$ cat src/design/soc_pkg.sv
`default_nettype none

package soc_pkg;

	typedef logic [31:0] word_t;     // Register values, bus data, instructions
	typedef logic [31:0] addr_t;     // Byte address
	typedef logic [4:0]  reg_idx_t;  // x0..x31
	typedef logic [3:0]  strb_t;     // One bit per byte lane
	typedef logic [11:0] uop_t;      // Microcode word

	// RV32I major opcodes
	localparam logic [6:0] OP_LUI    = 7'b0110111;
	localparam logic [6:0] OP_AUIPC  = 7'b0010111;
	localparam logic [6:0] OP_JAL    = 7'b1101111;
	localparam logic [6:0] OP_JALR   = 7'b1100111;
	localparam logic [6:0] OP_BRANCH = 7'b1100011;
	localparam logic [6:0] OP_LOAD   = 7'b0000011;
	localparam logic [6:0] OP_STORE  = 7'b0100011;
	localparam logic [6:0] OP_ALUI   = 7'b0010011;
	localparam logic [6:0] OP_ALU    = 7'b0110011;

	// Bit positions inside a microcode word
	localparam int UOP_PSEL      = 0;   // Drive psel
	localparam int UOP_PENABLE   = 1;   // Drive penable, stall until pready
	localparam int UOP_STORE_ALU = 2;   // rd <= ALU result
	localparam int UOP_LOAD_INSR = 3;   // Latch and decode fetched word
	localparam int UOP_MEM       = 4;   // Data access step
	localparam int UOP_BRANCH    = 5;   // Take branch if compare holds
	localparam int UOP_LOAD_PC   = 6;   // JALR jump and link
	localparam int UOP_PWRITE    = 8;   // Write access
	localparam int UOP_IDLE      = 11;  // Instruction done, next cycle fetches

endpackage

`default_nettype wire

$ cat src/design/apb_resp_mux.sv
`timescale 1ns/10ps
`default_nettype none

module apb_resp_mux #(
	parameter int NUM_BANKS = 4
) (
	input  wire logic [NUM_BANKS-1:0] sel_bank,
	input  wire logic                 no_hit,
	input  wire logic                 penable,
	input  wire soc_pkg::word_t       bank_prdata [NUM_BANKS],
	input  wire logic [NUM_BANKS-1:0] bank_pready,
	output soc_pkg::word_t            prdata,
	output logic                      pready,
	output logic                      perr
);

	// At most one select is active, so an OR tree is enough
	always_comb begin
		prdata = '0;
		for (int i = 0; i < NUM_BANKS; i++)
			if (sel_bank[i])
				prdata = prdata | bank_prdata[i];
	end

	assign perr   = no_hit && penable;               // Error answers at once
	assign pready = |(sel_bank & bank_pready) || perr;

endmodule

`default_nettype wire

$ cat config.mk
export PLATFORM = sky130hd
export DESIGN_NAME = apb_resp_mux
export DESIGN_NICKNAME = d
export VERILOG_FILES = /design/src/design/soc_pkg.sv /design/src/design/apb_resp_mux.sv
export SDC_FILE = /design/constraint.sdc
export NUM_CORES = 1
export LEC_CHECK = 0
export BUFFER_PORTS_ARGS = -buffer_cell sky130_fd_sc_hd__buf_2
export CAP_MARGIN = 20
export CORE_AREA = 2 2 66 68
export DETAILED_ROUTE_END_ITERATION = 6
export DIE_AREA = 0 0 68 70
export GPL_ROUTABILITY_DRIVEN = 0
export PLACE_DENSITY = 0.71
export SKIP_LAST_GASP = 1
export SLEW_MARGIN = 15
export SYNTH_ARGS = -nofsm -noshare
export SYNTH_HDL_FRONTEND = slang
export SYNTH_SLANG_ARGS = --single-unit
$ cat constraint.sdc
create_clock -name vclk -period 2.3
set_clock_uncertainty 0.15 [all_clocks]
set_input_delay 0.575 -clock vclk [all_inputs]
set_output_delay 0.575 -clock vclk [all_outputs]
set_load 0.05 [all_outputs]
==> flow_summary.yaml <==
global_routing:
  grtUsageTotal_pct: 15.1
  first_global_vias: 1437
  grt_antenna_before_repair: 0
  grt_pass1_wl_microns: 5910
  globalRoute.totalOverflow: 0
  grt_max_degree: 34
sta:
  rsz0062_at_grt: "no"
  slew_violations: 0
  finalSetupViolCount: 0
  period_share_pct: 93.7
  tightest_slew_ps: 351
  relSlewSlack_pct: 76.6
  min_period_ps: 2150
  fmax_mhz: 464
  finalHoldViolCount: 0
synth:
  synth_area_sq_um: 792
  netlist_instances: 116
  syn-num-nets: 254
  yosysWarnings: 0
  yosysSeqAreaShare_pct: 0
  syn_avg_cell_area_sq_um: 6.83
  synth_cell_type_count: 7
  ys_top_cells_by_area: "a22oi_1 62%, buf_6 18%, nand2_1 16%"
  yosysTopAreaCellShare_pct: 61.6
  yosysTopAreaCell: "a22oi_1"
worst_setup_path:
  path_buf_inv: 3
  critPathMostFrequentCell: "buf_2"
  path_cells: "buf_2 > buf_4 > a22oi_1 > nand2_1 > buf_2"
  worstSetupPathType: "in2out"
  slowest_stage: "buf_2"
  start_kind: "input port"
  critPathMaxStageDelay_ps: 260
  path_max_fanout: 11
  cp.required_ps: 1570
  worst_ep_arrival_time_ps: 1430
  cpLargestDelayFamily: "buffers and inverters"
  endpoint_kind: "output port"
floorplanning:
  core-area_sq_um: 4140
  die_y_microns: 70
  rows: 24
  ios: 172
  die_area_sq_um: 4760
  start_util_pct: 19.1
  die_width_microns: 68
hold_path:
  min_path_type: "in2out"
power:
  peakVddDrop_mv: 0.165
  power_w: 0.000482
  power_density_nw_per_um2: 301
  intPower_w: 0.000175
  p_seq_share_pct: 0
  p_leak_nw: 0.942
  clockPowerShare_pct: 0
  p_comb_share_pct: 100.0
  p_sw_share_pct: 63.7
  switching_power_w: 0.000307
finish:
  seqCellArea_sq_um: 0
  seq_cell_count: 0
  diodes: 0
  nets: 416
  final_cell_count_no_fill: 328
  multi_input_area_sq_um: 628
  drive_gt1_share_pct: 63.8
  area_delta_synth_final_pct: 102
  clock_buffers: 0
  fill_cells: 449
placed_design:
  place_inst: 328
  port_buffers: 172
  dp_hpwl_microns: 3410
detailed_routing:
  wl_microns: 4110
  viasPerCell: 4.82
  via_count: 1581
  drt_iter0_drc: 51
  ant_nets: 0
  dr.pass1.iters: 4
  drc: 0
  wl_per_cell_microns: 12.5
run:
  drv_cap: 0
clock_tree:
  cts_hold_buffers: 0
status:
  status: "finished, final reports clean"
## cell type report
| type | instances | area share [%] |
|---|---|---|
| Timing Repair Buffer | 176 | 56.7 |
| Multi-Input combinational cell | 100 | 39.2 |
| Tap cell | 52 | 4.06 |
## worst paths after layout
path / cells after the start / from / slack [ps] / end
setup / recovery: 5 / sel_bank[0] / 150 / prdata[5]
hold / removal: 4 / bank_prdata[78] / 1420 / prdata[14]
## cell usage in the layout, fill, tap and decap left out, drive strengths merged
| master | count |
|---|---|
| buf | 176 |
| a222oi | 1 |
| nand2 | 33 |
| and2 | 1 |
| a22oi | 65 |
## worst min-delay path: cells and delay by family
family                 cells  cell delay (ps)
buffers and inverters      2              320
AO/OA/AOI/OAI              1               50
AND/OR/NAND/NOR            1               50
## routing by layer
metal  global-route usage [%]  routed length [microns]
met1                     14.7                     1510
met2                     33.5                     2170
met3                     1.13                      435
met4                        0                        0
met5                        0                        0
## through the flow
step	hold slack [ps]	instance area (sq um)	utilization (%)	setup WS [ps]	setup TNS (ps)
floorplan	1280	792	-	259	0
global placement	1420	1600	38.5	-6.08	-6.08
detailed placement	1420	1600	38.5	0.404	0
CTS	1420	1600	38.6	142	0
global route	1430	1600	38.6	61.3	0
finish	1420	1600	38.6	146	0
## cell families (layout without fill, tap and decap cells)
group	Yosys count	after routing	synth area share, %
buffers and inverters	16	176	20.7
AOI/OAI and AO/OA	66	66	62.9
and+or+nand+nor	34	34	16.4
## what timing repair did
action / 4_1_cts / 5_1_grt
buffers inserted: 0 / 0
setup endpoints to repair: 2 / 0
resized for setup: 2 / 0
endpoints found under the hold margin: 0 / 0
## cells in the mapped netlist
library cell and n:
a22oi_1 65, nand2_1 33, buf_6 13, buf_2 2, a222oi_1 1, and2_1 1
buf_4 1
## power by group through the flow
stage	combinational [W]	clock, W	sequential, W
6_report	0.000482	0	0
5_1_grt	0.000517	0	0
4_1_cts	0.000484	0	0
3_5_place_dp	0.000482	0	0
3_3_place_gp	0.000476	0	0
2_1_floorplan	0.000320	0	0
Note: power is estimated with default switching activity, not from simulation.
