[src/design/soc_pkg.sv]
`default_nettype none

package soc_pkg;

	typedef logic [31:0] word_t;     // Register values, bus data, instructions
	typedef logic [31:0] addr_t;     // Byte address
	typedef logic [4:0]  reg_idx_t;  // x0..x31
	typedef logic [3:0]  strb_t;     // One bit per byte lane
	typedef logic [11:0] uop_t;      // Microcode word

	// RV32I major opcodes
	localparam logic [6:0] OP_LUI    = 7'b0110111;
	localparam logic [6:0] OP_AUIPC  = 7'b0010111;
	localparam logic [6:0] OP_JAL    = 7'b1101111;
	localparam logic [6:0] OP_JALR   = 7'b1100111;
	localparam logic [6:0] OP_BRANCH = 7'b1100011;
	localparam logic [6:0] OP_LOAD   = 7'b0000011;
	localparam logic [6:0] OP_STORE  = 7'b0100011;
	localparam logic [6:0] OP_ALUI   = 7'b0010011;
	localparam logic [6:0] OP_ALU    = 7'b0110011;

	// Bit positions inside a microcode word
	localparam int UOP_PSEL      = 0;   // Drive psel
	localparam int UOP_PENABLE   = 1;   // Drive penable, stall until pready
	localparam int UOP_STORE_ALU = 2;   // rd <= ALU result
	localparam int UOP_LOAD_INSR = 3;   // Latch and decode fetched word
	localparam int UOP_MEM       = 4;   // Data access step
	localparam int UOP_BRANCH    = 5;   // Take branch if compare holds
	localparam int UOP_LOAD_PC   = 6;   // JALR jump and link
	localparam int UOP_PWRITE    = 8;   // Write access
	localparam int UOP_IDLE      = 11;  // Instruction done, next cycle fetches

endpackage

`default_nettype wire

[src/design/apb_decoder.sv]
`timescale 1ns/10ps
`default_nettype none

module apb_decoder #(
	parameter int NUM_BANKS  = 4,
	parameter int BANK_WORDS = 256
) (
	input  wire soc_pkg::addr_t paddr,
	input  wire logic           psel,
	input  wire logic           load_en,
	input  wire soc_pkg::addr_t load_addr,
	output logic [NUM_BANKS-1:0] sel_bank,
	output logic                no_hit,
	output logic [NUM_BANKS-1:0] bank_load_en
);

	localparam int BANK_SHIFT = 2 + $clog2(BANK_WORDS);  // Bits above one bank's bytes
	localparam int BANK_W     = 32 - BANK_SHIFT;

	logic [BANK_W-1:0] bus_bank;
	logic [BANK_W-1:0] load_bank;

	assign bus_bank  = paddr[31:BANK_SHIFT];
	assign load_bank = load_addr[31:BANK_SHIFT];

	always_comb begin
		for (int i = 0; i < NUM_BANKS; i++) begin
			sel_bank[i]     = psel && (bus_bank == BANK_W'(i));
			bank_load_en[i] = load_en && (load_bank == BANK_W'(i));
		end
	end

	// Above the last bank; boot loads there are simply dropped
	assign no_hit = psel && (bus_bank >= BANK_W'(NUM_BANKS));

endmodule

`default_nettype wire

[config.mk]
export PLATFORM = sky130hd
export DESIGN_NAME = apb_decoder
export DESIGN_NICKNAME = d
export VERILOG_FILES = /design/src/design/soc_pkg.sv /design/src/design/apb_decoder.sv
export SDC_FILE = /design/constraint.sdc
export NUM_CORES = 1
export LEC_CHECK = 0
export ABC_CLOCK_PERIOD_IN_PS = 1600
export BUFFER_PORTS_ARGS = -buffer_cell sky130_fd_sc_hd__buf_2
export CAP_MARGIN = 10
export CORE_AREA = 8 8 45 47
export DETAILED_ROUTE_END_ITERATION = 8
export DIE_AREA = 0 0 53 55
export PLACE_DENSITY = 0.75
export SYNTH_ARGS = -nofsm -noshare
export SYNTH_HDL_FRONTEND = slang
export SYNTH_SLANG_ARGS = --single-unit
[constraint.sdc]
create_clock -name vclk -period 1.6
set_input_delay 0 -clock vclk [all_inputs]
set_output_delay 0 -clock vclk [all_outputs]
set_load 0.05 [all_outputs]
==> reports/metrics.yaml <==
outcome: "completed"
maxCapViolations: 0
routedWlPerCell_um: 13.95
yosys.area.top_type: "sky130_fd_sc_hd__nor4_1"
critical_path.endpoint_type: "primary output"
cts.repair_timing.setup_buffer_count: 0
critical_path_buf_inv_count: 2
timing.final.max_slew_violations: 0
clockBufferCount: 0
synth_top_area_frac: 0.3205
power_density_nw_per_um2: 161.8
wl_um: 1409
fp-row-count: 14
synth_sequential_area_ratio: 0
worst_hold_path_type: "input port to primary output"
final-hold-violation-count: 0
cts-resized-gates: 0
final.min_clock_period_ns: 1.198
vdd_drop_max_mv: 0.05628
critical_path.cell_chain: "buf_2 > nor4_2 > nand3_2 > nor4_1 > buf_2"
floorplan.die_area_um2: 2915
synth.cell_area_um2: 195.2
setup.worst_path.start_class: "input port"
tightest_slew_ns: 0.3780
post-route-worst-setup-slack_ns: 0.4015
globalRoute.totalOverflow: 0
layout.nets: 153
worstPathArrival_ns: 1.20
layout_worst_path_cycle_share: 0.7490
syn_nets: 96
yosys_warnings: 0
grt_start_max_net_pins: 6
drt_iter0_markers: 2
cell_with_the_largest_stage_delay_on_the_worst_path: "sky130_fd_sc_hd__buf_2"
floorplan.initialDensity: 0.1410
dpl-instance-area_um2: 495.5
drive_gt1_frac: 0.7059
critical_path_peak_fanout: 5
fmax_mhz: 834.4
drtPass1Iterations: 4
cp_most_frequent_cell: "sky130_fd_sc_hd__buf_2"
grt_antenna_before_repair: 0
detail_route.vias_per_cell: 4.436
synth_area_per_cell_um2: 6.506
grt_setup_unrepaired: "false"
total_leakage_power_nw: 0.2526
layout-area-overhead-vs-synth_pct: 153.8
die_w_um: 53
final_design_instance_area_without_fill_um2: 495.5
critical_path.top_delay_family: "simple AND/OR/NAND/NOR gates"
seq_cells: 0
synth.top_cells.by_area: "sky130_fd_sc_hd__nor4_1, sky130_fd_sc_hd__nor4_2, sky130_fd_sc_hd__nor4b_1"
hpwl_um: 1352
global_route.usage.total: 0.08120
grt_pass1_wl_um: 1938
drcViolationCount: 0
required_ns: 1.60
grt_pass1_vias: 454
routabilityCongestion: 0.6666
ant_nets: 0
floorplan_core_area_um2: 1384
finalSetupViolations: 0
timing.slew.headroom: 0.7445
critical_path.max_stage_delay_ns: 0.32
crit_type: "input port to primary output"
hold_buffers: 0
yosys.cell_types.count: 12
vias: 448
io_pins: 75
seqCellArea_um2: 0
antenna-diode-count: 0
post_synth_inst_count: 30
port_buffers: 55
pre_cts_ws_ns: 0.3870
die_height_um: 55
per-stage QoR:
step                      power, mW  TNS, ns    util  hold slack [ns]  std cells
after floorplan             0.01762   -1.512       -           0.1020         30
after detailed placement    0.08060        0  0.3580           0.3559        101
after CTS                   0.08072        0  0.3580           0.3539        101
final                       0.08015        0  0.3580           0.3498        101
after global placement      0.07760        0  0.3580           0.3438        101
after global routing        0.08939        0  0.3580           0.3613        101
synth_stat cells:
cell type	number
sky130_fd_sc_hd__nor4_2	3
sky130_fd_sc_hd__nor4b_1	2
sky130_fd_sc_hd__nand2_1	3
sky130_fd_sc_hd__nor4_1	10
sky130_fd_sc_hd__o21a_1	1
sky130_fd_sc_hd__nand3_2	1
sky130_fd_sc_hd__inv_1	1
sky130_fd_sc_hd__nand4_1	2
sky130_fd_sc_hd__nor3_1	2
sky130_fd_sc_hd__nor2_1	3
sky130_fd_sc_hd__nand2b_1	1
sky130_fd_sc_hd__nand3_1	1
layer usage:
metal,GRT usage,vias to the layer above,share of wire
met5,0,-,0
met4,0,0,0
met3,0.01070,0,0.070
met2,0.1836,12,0.65
met1,0.07692,197,0.28
li1,-,239,-
power by group:
part	switching [mW]	leakage (nW)	total, mW	internal, mW
clock	0	0	0	0
combinational	0.0327	0.253	0.0801	0.0475
sequential	0	0	0	0
total	0.0327	0.253	0.0801	0.0475
placed cells by master, fill, tap and decap left out:
cell type | synthesis | final
sky130_fd_sc_hd__nand4_1 | 2 | 2
sky130_fd_sc_hd__inv_1 | 1 | 1
sky130_fd_sc_hd__nor4_2 | 3 | 3
sky130_fd_sc_hd__nor3_1 | 2 | 1
sky130_fd_sc_hd__nand2_1 | 3 | 3
sky130_fd_sc_hd__nand3_1 | 1 | 1
sky130_fd_sc_hd__nand3_2 | 1 | 1
sky130_fd_sc_hd__nor2_1 | 3 | 3
sky130_fd_sc_hd__o21a_1 | 1 | 1
sky130_fd_sc_hd__nor3_2 | 0 | 1
sky130_fd_sc_hd__buf_2 | 0 | 55
sky130_fd_sc_hd__nor4b_1 | 2 | 2
sky130_fd_sc_hd__nand2b_1 | 1 | 1
sky130_fd_sc_hd__nor4_1 | 10 | 10
cells by family (layout without fill, tap and decap cells):
group           count (synthesis)  after routing  share of synthesized area
simple gates                   28             28                     0.9423
compound gates                  1              1                    0.03848
buf+inv                         1             56                    0.01921
layout make-up:
type                            instances  area [um2]
Fill cell                             160       888.4
Multi-Input combinational cell         29       196.4
Inverter                                1       3.754
Timing Repair Buffer                   55       275.3
Tap cell                               16       20.02
final timing paths:
kind	from	end	slack [ns]	depth (start not counted)
max	paddr[24]	sel_bank[1]	0.40	5
min	load_addr[10]	bank_load_en[2]	0.35	3
No activity file was read; power rests on OpenSTA's default activity.
