===== config.mk =====
export PLATFORM = sky130hd
export DESIGN_NAME = cpu
export DESIGN_NICKNAME = d
export VERILOG_FILES = /design/src/design/soc_pkg.sv /design/src/design/alu.sv /design/src/design/cpu.sv
export SDC_FILE = /design/constraint.sdc
export NUM_CORES = 1
export LEC_CHECK = 0
export BUFFER_PORTS_ARGS = -buffer_cell sky130_fd_sc_hd__buf_4
export CORE_ASPECT_RATIO = 1.1
export CORE_UTILIZATION = 49
export CTS_CLUSTER_DIAMETER = 200
export DETAILED_ROUTE_END_ITERATION = 10
export MAX_ROUTING_LAYER = met4
export PLACE_DENSITY = 0.79
export SYNTH_ARGS = -nofsm -noshare
export SYNTH_HDL_FRONTEND = slang
export SYNTH_SLANG_ARGS = --single-unit
export TNS_END_PERCENT = 5

===== constraint.sdc =====
create_clock -name clk -period 3.3 [get_ports clk]
set_input_delay 0.495 -clock clk [delete_from_list [all_inputs] [get_ports clk]]
set_output_delay 0.495 -clock clk [all_outputs]
set_load 0.01 [all_outputs]

===== src/microop.hex =====
// One 12-bit microcode word per line, ROM address 0 to 15
001
00B
804
800
020
800
040
800
010
011
013
800
010
111
113
800


===== src/design/soc_pkg.sv =====
`default_nettype none

package soc_pkg;

	typedef logic [31:0] word_t;     // Register values, bus data, instructions
	typedef logic [31:0] addr_t;     // Byte address
	typedef logic [4:0]  reg_idx_t;  // x0..x31
	typedef logic [3:0]  strb_t;     // One bit per byte lane
	typedef logic [11:0] uop_t;      // Microcode word

	// RV32I major opcodes
	localparam logic [6:0] OP_LUI    = 7'b0110111;
	localparam logic [6:0] OP_AUIPC  = 7'b0010111;
	localparam logic [6:0] OP_JAL    = 7'b1101111;
	localparam logic [6:0] OP_JALR   = 7'b1100111;
	localparam logic [6:0] OP_BRANCH = 7'b1100011;
	localparam logic [6:0] OP_LOAD   = 7'b0000011;
	localparam logic [6:0] OP_STORE  = 7'b0100011;
	localparam logic [6:0] OP_ALUI   = 7'b0010011;
	localparam logic [6:0] OP_ALU    = 7'b0110011;

	// Bit positions inside a microcode word
	localparam int UOP_PSEL      = 0;   // Drive psel
	localparam int UOP_PENABLE   = 1;   // Drive penable, stall until pready
	localparam int UOP_STORE_ALU = 2;   // rd <= ALU result
	localparam int UOP_LOAD_INSR = 3;   // Latch and decode fetched word
	localparam int UOP_MEM       = 4;   // Data access step
	localparam int UOP_BRANCH    = 5;   // Take branch if compare holds
	localparam int UOP_LOAD_PC   = 6;   // JALR jump and link
	localparam int UOP_PWRITE    = 8;   // Write access
	localparam int UOP_IDLE      = 11;  // Instruction done, next cycle fetches

endpackage

`default_nettype wire


===== src/design/alu.sv =====
`timescale 1ns/10ps
`default_nettype none

module alu (
	input  wire logic [3:0]     op,      // {extra, funct3}
	input  wire soc_pkg::word_t a,
	input  wire soc_pkg::word_t b,
	output soc_pkg::word_t      result,
	output logic                cmp
);

	soc_pkg::word_t sra_res;

	// Cast keeps the shift signed so the sign bit fills in
	assign sra_res = soc_pkg::word_t'($signed(a) >>> b[4:0]);

	always_comb begin
		case (op[2:0])
			3'b000:  result = op[3] ? a - b : a + b;  // SUB when extra bit set
			3'b001:  result = a << b[4:0];
			3'b010:  result = {31'b0, $signed(a) < $signed(b)};
			3'b011:  result = {31'b0, a < b};
			3'b100:  result = a ^ b;
			3'b101:  result = op[3] ? sra_res : a >> b[4:0];
			3'b110:  result = a | b;
			default: result = a & b;
		endcase
	end

	// Branch condition, funct3 encoding of the B-type group
	always_comb begin
		case (op[2:0])
			3'b000:  cmp = (a == b);
			3'b001:  cmp = (a != b);
			3'b100:  cmp = ($signed(a) < $signed(b));
			3'b101:  cmp = ($signed(a) >= $signed(b));
			3'b110:  cmp = (a < b);
			3'b111:  cmp = (a >= b);
			default: cmp = 1'b0;              // 010/011 are not branches
		endcase
	end

endmodule

`default_nettype wire


===== src/design/cpu.sv =====
`timescale 1ns/10ps
`default_nettype none

module cpu (
	input  wire logic           clk,
	input  wire logic           rts,
	output soc_pkg::addr_t      paddr,
	output soc_pkg::word_t      pwdata,
	input  wire soc_pkg::word_t prdata,
	output logic                psel,
	output logic                penable,
	output logic                pwrite,
	output soc_pkg::strb_t      pstb,
	input  wire logic           pready,
	input  wire logic           perr,
	output logic                halted,
	output soc_pkg::addr_t      oldpc
);

	// Microcode ROM map
	//  0 fetch setup, 1 fetch access + decode
	//  2..3 ALU, 4..5 branch, 6..7 JALR
	//  8..11 load, 12..15 store (address, setup, access, end)
	localparam logic [3:0] START_ALU    = 4'd2;
	localparam logic [3:0] START_BRANCH = 4'd4;
	localparam logic [3:0] START_JALR   = 4'd6;
	localparam logic [3:0] START_LOAD   = 4'd8;
	localparam logic [3:0] START_STORE  = 4'd12;
	localparam soc_pkg::uop_t UOP_END   = soc_pkg::uop_t'(1 << soc_pkg::UOP_IDLE);

	soc_pkg::uop_t  rom [16];
	soc_pkg::uop_t  uop;           // Current microcode word
	logic [3:0]     upc;           // Index of the next word
	soc_pkg::word_t instr;
	soc_pkg::addr_t pc;            // Already points past instr
	soc_pkg::strb_t dsize;         // Lane mask of the data access
	logic           halt;
	soc_pkg::word_t regs [32];

	soc_pkg::reg_idx_t rf_wa;
	soc_pkg::word_t    rf_wd;
	logic              rf_we;
	soc_pkg::word_t    rd0, rd1, alu_b, alu_out, mem_addr, rdata_sh, load_val;
	soc_pkg::strb_t    size_mask;
	logic              cmp, stall, act, decode, ex_alu;

	initial begin
		$readmemh("/design/src/microop.hex", rom);
	end

	wire [6:0]              opcode = instr[6:0];
	wire [2:0]              funct3 = instr[14:12];
	wire soc_pkg::reg_idx_t rs1    = instr[19:15];
	wire soc_pkg::reg_idx_t rs2    = instr[24:20];
	wire soc_pkg::reg_idx_t rd     = instr[11:7];

	wire soc_pkg::word_t imm_i = {{21{instr[31]}}, instr[30:20]};
	wire soc_pkg::word_t imm_s = {{21{instr[31]}}, instr[30:25], instr[11:7]};
	wire soc_pkg::word_t imm_b = {{20{instr[31]}}, instr[7], instr[30:25], instr[11:8], 1'b0};
	// U and J forms come straight off the bus while decoding
	wire soc_pkg::word_t imm_u = {prdata[31:12], 12'b0};
	wire soc_pkg::word_t imm_j = {{12{prdata[31]}}, prdata[19:12], prdata[20],
		prdata[30:21], 1'b0};

	assign rd0 = (rs1 == '0) ? '0 : regs[rs1];  // x0 is hardwired
	assign rd1 = (rs2 == '0) ? '0 : regs[rs2];

	// Bit 30 picks SUB or SRA only for register ops and right shifts
	assign ex_alu = (funct3 == 3'b101 || opcode == soc_pkg::OP_ALU) ? instr[30] : 1'b0;
	assign alu_b  = (instr[5] && opcode != soc_pkg::OP_JALR) ? rd1 : imm_i;

	alu u_alu (
		.op     ({ex_alu, funct3}),
		.a      (rd0),
		.b      (alu_b),
		.result (alu_out),
		.cmp    (cmp)
	);

	// Bus outputs come straight from the microcode word
	assign psel    = uop[soc_pkg::UOP_PSEL];
	assign penable = uop[soc_pkg::UOP_PENABLE];
	assign pwrite  = uop[soc_pkg::UOP_PWRITE];
	assign pstb    = pwrite ? dsize : '1;           // Reads always take all lanes
	assign halted  = halt;

	assign stall  = uop[soc_pkg::UOP_PSEL] & uop[soc_pkg::UOP_PENABLE] & ~pready;
	assign act    = ~halt & ~stall & ~perr;
	assign decode = act & uop[soc_pkg::UOP_LOAD_INSR];

	assign mem_addr = rd0 + ((opcode == soc_pkg::OP_STORE) ? imm_s : imm_i);
	assign rdata_sh = prdata >> {paddr[1:0], 3'b000};  // Move addressed lane to bit 0

	always_comb begin
		case (funct3[1:0])
			2'b00:   size_mask = 4'b0001;
			2'b01:   size_mask = 4'b0011;
			default: size_mask = 4'b1111;
		endcase
	end

	always_comb begin
		case (funct3)
			3'b000:  load_val = {{24{rdata_sh[7]}}, rdata_sh[7:0]};    // LB
			3'b001:  load_val = {{16{rdata_sh[15]}}, rdata_sh[15:0]};  // LH
			3'b100:  load_val = {24'b0, rdata_sh[7:0]};                // LBU
			3'b101:  load_val = {16'b0, rdata_sh[15:0]};               // LHU
			default: load_val = rdata_sh;
		endcase
	end

	// One register write port shared by all writers
	always_comb begin
		rf_we = 1'b0;
		rf_wa = rd;
		rf_wd = alu_out;
		if (decode) begin
			rf_wa = prdata[11:7];
			case (prdata[6:0])
				soc_pkg::OP_LUI: begin
					rf_we = 1'b1;
					rf_wd = imm_u;
				end
				soc_pkg::OP_AUIPC: begin
					rf_we = 1'b1;
					rf_wd = oldpc + imm_u;
				end
				soc_pkg::OP_JAL: begin
					rf_we = 1'b1;
					rf_wd = pc;                         // Link address
				end
				default: rf_we = 1'b0;
			endcase
		end else if (act) begin
			if (uop[soc_pkg::UOP_STORE_ALU])
				rf_we = 1'b1;
			if (uop[soc_pkg::UOP_LOAD_PC]) begin
				rf_we = 1'b1;
				rf_wd = pc;
			end
			if (uop[soc_pkg::UOP_MEM] && uop[soc_pkg::UOP_PENABLE] &&
				!uop[soc_pkg::UOP_PWRITE]) begin
				rf_we = 1'b1;                           // Load completes with pready
				rf_wd = load_val;
			end
		end
	end

	always_ff @(posedge clk) begin
		if (rf_we)
			regs[rf_wa] <= rf_wd;
	end

	always_ff @(posedge clk or posedge rts) begin
		if (rts) begin
			pc     <= '0;
			oldpc  <= '0;
			paddr  <= '0;
			pwdata <= '0;
			instr  <= '0;
			dsize  <= '1;
			uop    <= UOP_END;                          // First cycle starts a fetch
			upc    <= '0;
			halt   <= 1'b0;
		end else if (!halt && !stall) begin
			if (perr) begin
				halt <= 1'b1;                           // Unmapped address
				uop  <= '0;                             // Drop the bus
			end else if (uop[soc_pkg::UOP_IDLE]) begin
				paddr <= pc;
				oldpc <= pc;
				pc    <= pc + 32'd4;
				uop   <= rom[0];
				upc   <= 4'd1;
			end else if (uop[soc_pkg::UOP_LOAD_INSR]) begin
				instr <= prdata;
				// All-zero word has opcode 0 and lands in default
				case (prdata[6:0])
					soc_pkg::OP_LUI, soc_pkg::OP_AUIPC: uop <= UOP_END;
					soc_pkg::OP_JAL: begin
						pc  <= oldpc + imm_j;
						uop <= UOP_END;
					end
					soc_pkg::OP_ALU, soc_pkg::OP_ALUI: begin
						uop <= rom[START_ALU];
						upc <= START_ALU + 4'd1;
					end
					soc_pkg::OP_BRANCH: begin
						uop <= rom[START_BRANCH];
						upc <= START_BRANCH + 4'd1;
					end
					soc_pkg::OP_JALR: begin
						uop <= rom[START_JALR];
						upc <= START_JALR + 4'd1;
					end
					soc_pkg::OP_LOAD: begin
						uop <= rom[START_LOAD];
						upc <= START_LOAD + 4'd1;
					end
					soc_pkg::OP_STORE: begin
						uop <= rom[START_STORE];
						upc <= START_STORE + 4'd1;
					end
					default: begin
						halt <= 1'b1;
						uop  <= '0;
					end
				endcase
			end else begin
				uop <= rom[upc];
				upc <= upc + 4'd1;
				if (uop[soc_pkg::UOP_BRANCH] && cmp)
					pc <= oldpc + imm_b;
				if (uop[soc_pkg::UOP_LOAD_PC])
					pc <= {alu_out[31:1], 1'b0};        // JALR clears bit 0
				// Address step before setup holds paddr through the access
				if (uop[soc_pkg::UOP_MEM] && !uop[soc_pkg::UOP_PSEL]) begin
					paddr  <= mem_addr;
					dsize  <= size_mask << mem_addr[1:0];
					pwdata <= rd1 << {mem_addr[1:0], 3'b000};
				end
			end
		end
	end

endmodule

`default_nettype wire


==> results.md <==
- RSZ-0062 raised after global routing: false
- Post-synthesis register bit count: 92
- DP Cell Count: ~560
- CTS buffer count: 9
- Clk sinks: 92
- Row count: 33
- Drt first pass iters: 4
- DR vias: between 2k and 3k
- Netlist cell types: 27
- Synth-to-layout area growth: 17.8%
- Max Slew Vio Count: 0
- Setup WS post-layout: 1.12 ns
- Global-route wire length before repair: around 12 mm
- CP Data Required Time: 3.54 ns
- Top Usage Layer GRT: met2
- Primary FF master, synth: dfrtp_1
- Resize count post-CTS: 0
- Vias in the first global route: 2610
- Share of layout cells above drive strength 1: 20.2%
- Critical Path Sink Type: flip-flop
- Avg WL per Cell: 12.5 um
- Psw: about 430 uW
- Grt ovf: 0
- Worst Max-Slew Pin Slew: 1.04 ns
- Dpl ws: 1.04 ns
- Top post-synthesis cells by count: nand2_1 (161), dfrtp_1 (91), buf_4 (43), xnor2_1 (24), nand3_1 (13)
- Hold Violations, Final: 0
- Switching Share: 21.6%
- Worst Setup Start Kind: flip-flop
- Largest net degree at the start of global routing: 66
- Layout Utilization: 60.5%
- Share of power burned in registers: 56.6%
- IO Count: 140
- Die Footprint: 8320 um2
- Final wirelength: 7.23 mm
- Seq/Total Area, Yosys: between 50% and 60%
- N_diodes: 0
- Async SR Flop Fraction: 100%
- DP Wirelength: about 5 mm
- Non-Filler Instances: 580
- Static leakage: 0.00262 uW
- Cell-internal power: about 1600 uW
- Post-DP Area: 4380 um2
- Critical path class: reg -> reg
- Clk_skew: between 0.007 and 0.008 ns
- Clk pin slew, worst setup/hold paths: 0.09 ns
- Port bufs: 70
- Top post-synthesis cells by area: dfrtp_1 (58%), nand2_1 (15%), buf_4 (8.3%), xnor2_1 (5.4%), nand4_1 (1.9%)
- Gr usage total: approximately 19%
- Fmax: 459 MHz
- Initial antenna violation count: 0
- Area share of the largest cell type after synthesis: 58.4%
- Gate count of the mapped netlist: 399
- Initial Utilization: between 50 and 60%
- Setup bufs post-CTS: 0
- Core box area: 7600 um2
- Syn Area/Cell: just under 10 um2
- Met3 Use GR: 3.29%
- Die outline height: 95.6 um
- Count leader, synth: nand2_1
- Total of max-cap violations: 0
- Clock latency at the later pin of the worst-skew pair: 0.35 ns
- Final Setup Violations: 0
- Hold Buf Count CTS: 0
- Power Density: 437 nW/um2
- Rel. slew slack: 30.8%
- Die X-Extent: 87.1 um
- Met1 usage: between 20% and 30%
- Fin nets: 507
- Synth warn: 0
- Synth area leader: dfrtp_1
- CTS tree: yes
- DRC violations left: 0
- Post-Syn Area: 3900 um2
- Met2 usage: 32.2%
- Combinational share of power: under 10%
- ANT nets after route: 0
- Clk buf depth: 2
- Min Clock Period, post-route: ~2.2 ns
- Iter 0 DRT Violations: 148
- Critical Path Fanout Max: 9
- Final instance area: 4600 um2
- Post-synth EDFFs: 0
- Clock root buffer: clkbuf_8
- Final setup TNS: 0 ns
- Status: finished clean
- GP Congestion: 0.782
- Fin crit share: 66.0%
- Clock share of power: 40.0%
- Number of vias per cell: 4.77
- CP arrival: approximately 2.4 ns
- Peak VDD IR: 0.197 mV
- # H-tree levels: 3
- Hold Path Class: in -> async
## flip-flops by register name (all words and copies together) (netlist names)
name	cells
oldpc	30
uop	1
paddr	30
halted	1
pc	30
## layout by cell type, fill, tap and decap left out, drive strengths merged
cell and count:
nand2 161, dfrtp 91, buf 75, conb 43, xnor2 24, nand3 13, nand4 12, clkbuf 10
and3 6, nor2 6, xor2 5, nor3 5, and2 3, clkinv 3, inv 2, bufinv 2
clkinvlp 2, nor4 2, or2 1, or3b 1, nand4bb 1, nand4b 1, nor2b 1, nor3b 1
a31oi 1, o31ai 1, ha 1, dfstp 1
## layout make-up
class	count	area [um2]
timing repair buffer	75	563
tap	105	131
clock inverter	6	88.8
multi-input combinational	289	1370
inverter	3	12.5
sequential	92	2300
fill	672	3000
clock buffer	10	128
## final timing paths
path / to / cells after the start / from / slack, ns
worst max-delay path: pc[25]$_DFFE_PP0P_ / 4 / uop[11]$_DFFE_PP1N_ / 1.12
worst min-delay path: oldpc[13]$_DFFE_PP0P_ / 2 / rts / 0.36
worst max register to register: pc[25]$_DFFE_PP0P_ / 4 / uop[11]$_DFFE_PP1N_ / 1.12
worst min register to register: paddr[12]$_DFFE_PP0P_ / 2 / paddr[12]$_DFFE_PP0P_ / 0.48
max in group asynchronous: paddr[29]$_DFFE_PP0P_ / 3 / rts / 2.14
min in group clk: halted$_DFFE_PP0P_ / 2 / perr / 0.39
## through the flow
| step | total power, uW | hold WS, ns |
|---|---|---|
| CTS | 2030 | 0.379 |
| floorplan | 1240 | 0.445 |
| global route | 2080 | 0.391 |
| global placement | 1230 | 0.459 |
| finish | 2010 | 0.361 |
| detailed placement | 1230 | 0.463 |
## cells by family (layout without fill, tap and decap cells)
family                   Yosys count  count (layout)  share of synthesized area [%]
AND/OR/NAND/NOR                  214             214                           23.7
flip-flops                        92              92                           59.0
buffers and inverters             59              94                           9.88
XOR/XNOR                          29              29                           6.51
other                              2              43                          0.193
AO/OA/AOI/OAI                      2               2                          0.353
adder cells (fa/ha/maj)            1               1                          0.321
## per-layer routing
metal  up-vias  routed length (um)
met1      1359                3120
met4         0                 193
li1       1320                   -
met3        20                 221
met2        67                3700
met5         -                   0
## power groups by stage
| stage | combinational (uW) | sequential (uW) | clock [uW] |
|---|---|---|---|
| detailed placement | 68.8 | 1160 | 0 |
| finish | 68.1 | 1140 | 804 |
| global route | 80.4 | 1140 | 861 |
| CTS | 69.1 | 1140 | 824 |
| global placement | 67.0 | 1160 | 0 |
| floorplan | 82.7 | 1160 | 0 |
## worst max-delay path, cell delays in order, from the launching register on
cell	delay, ns
dfstp_2	0.57
or3b_2	0.50
nor4_4	0.62
nand4_1	0.20
xnor2_1	0.17
Note: power is estimated with default switching activity, not from simulation.
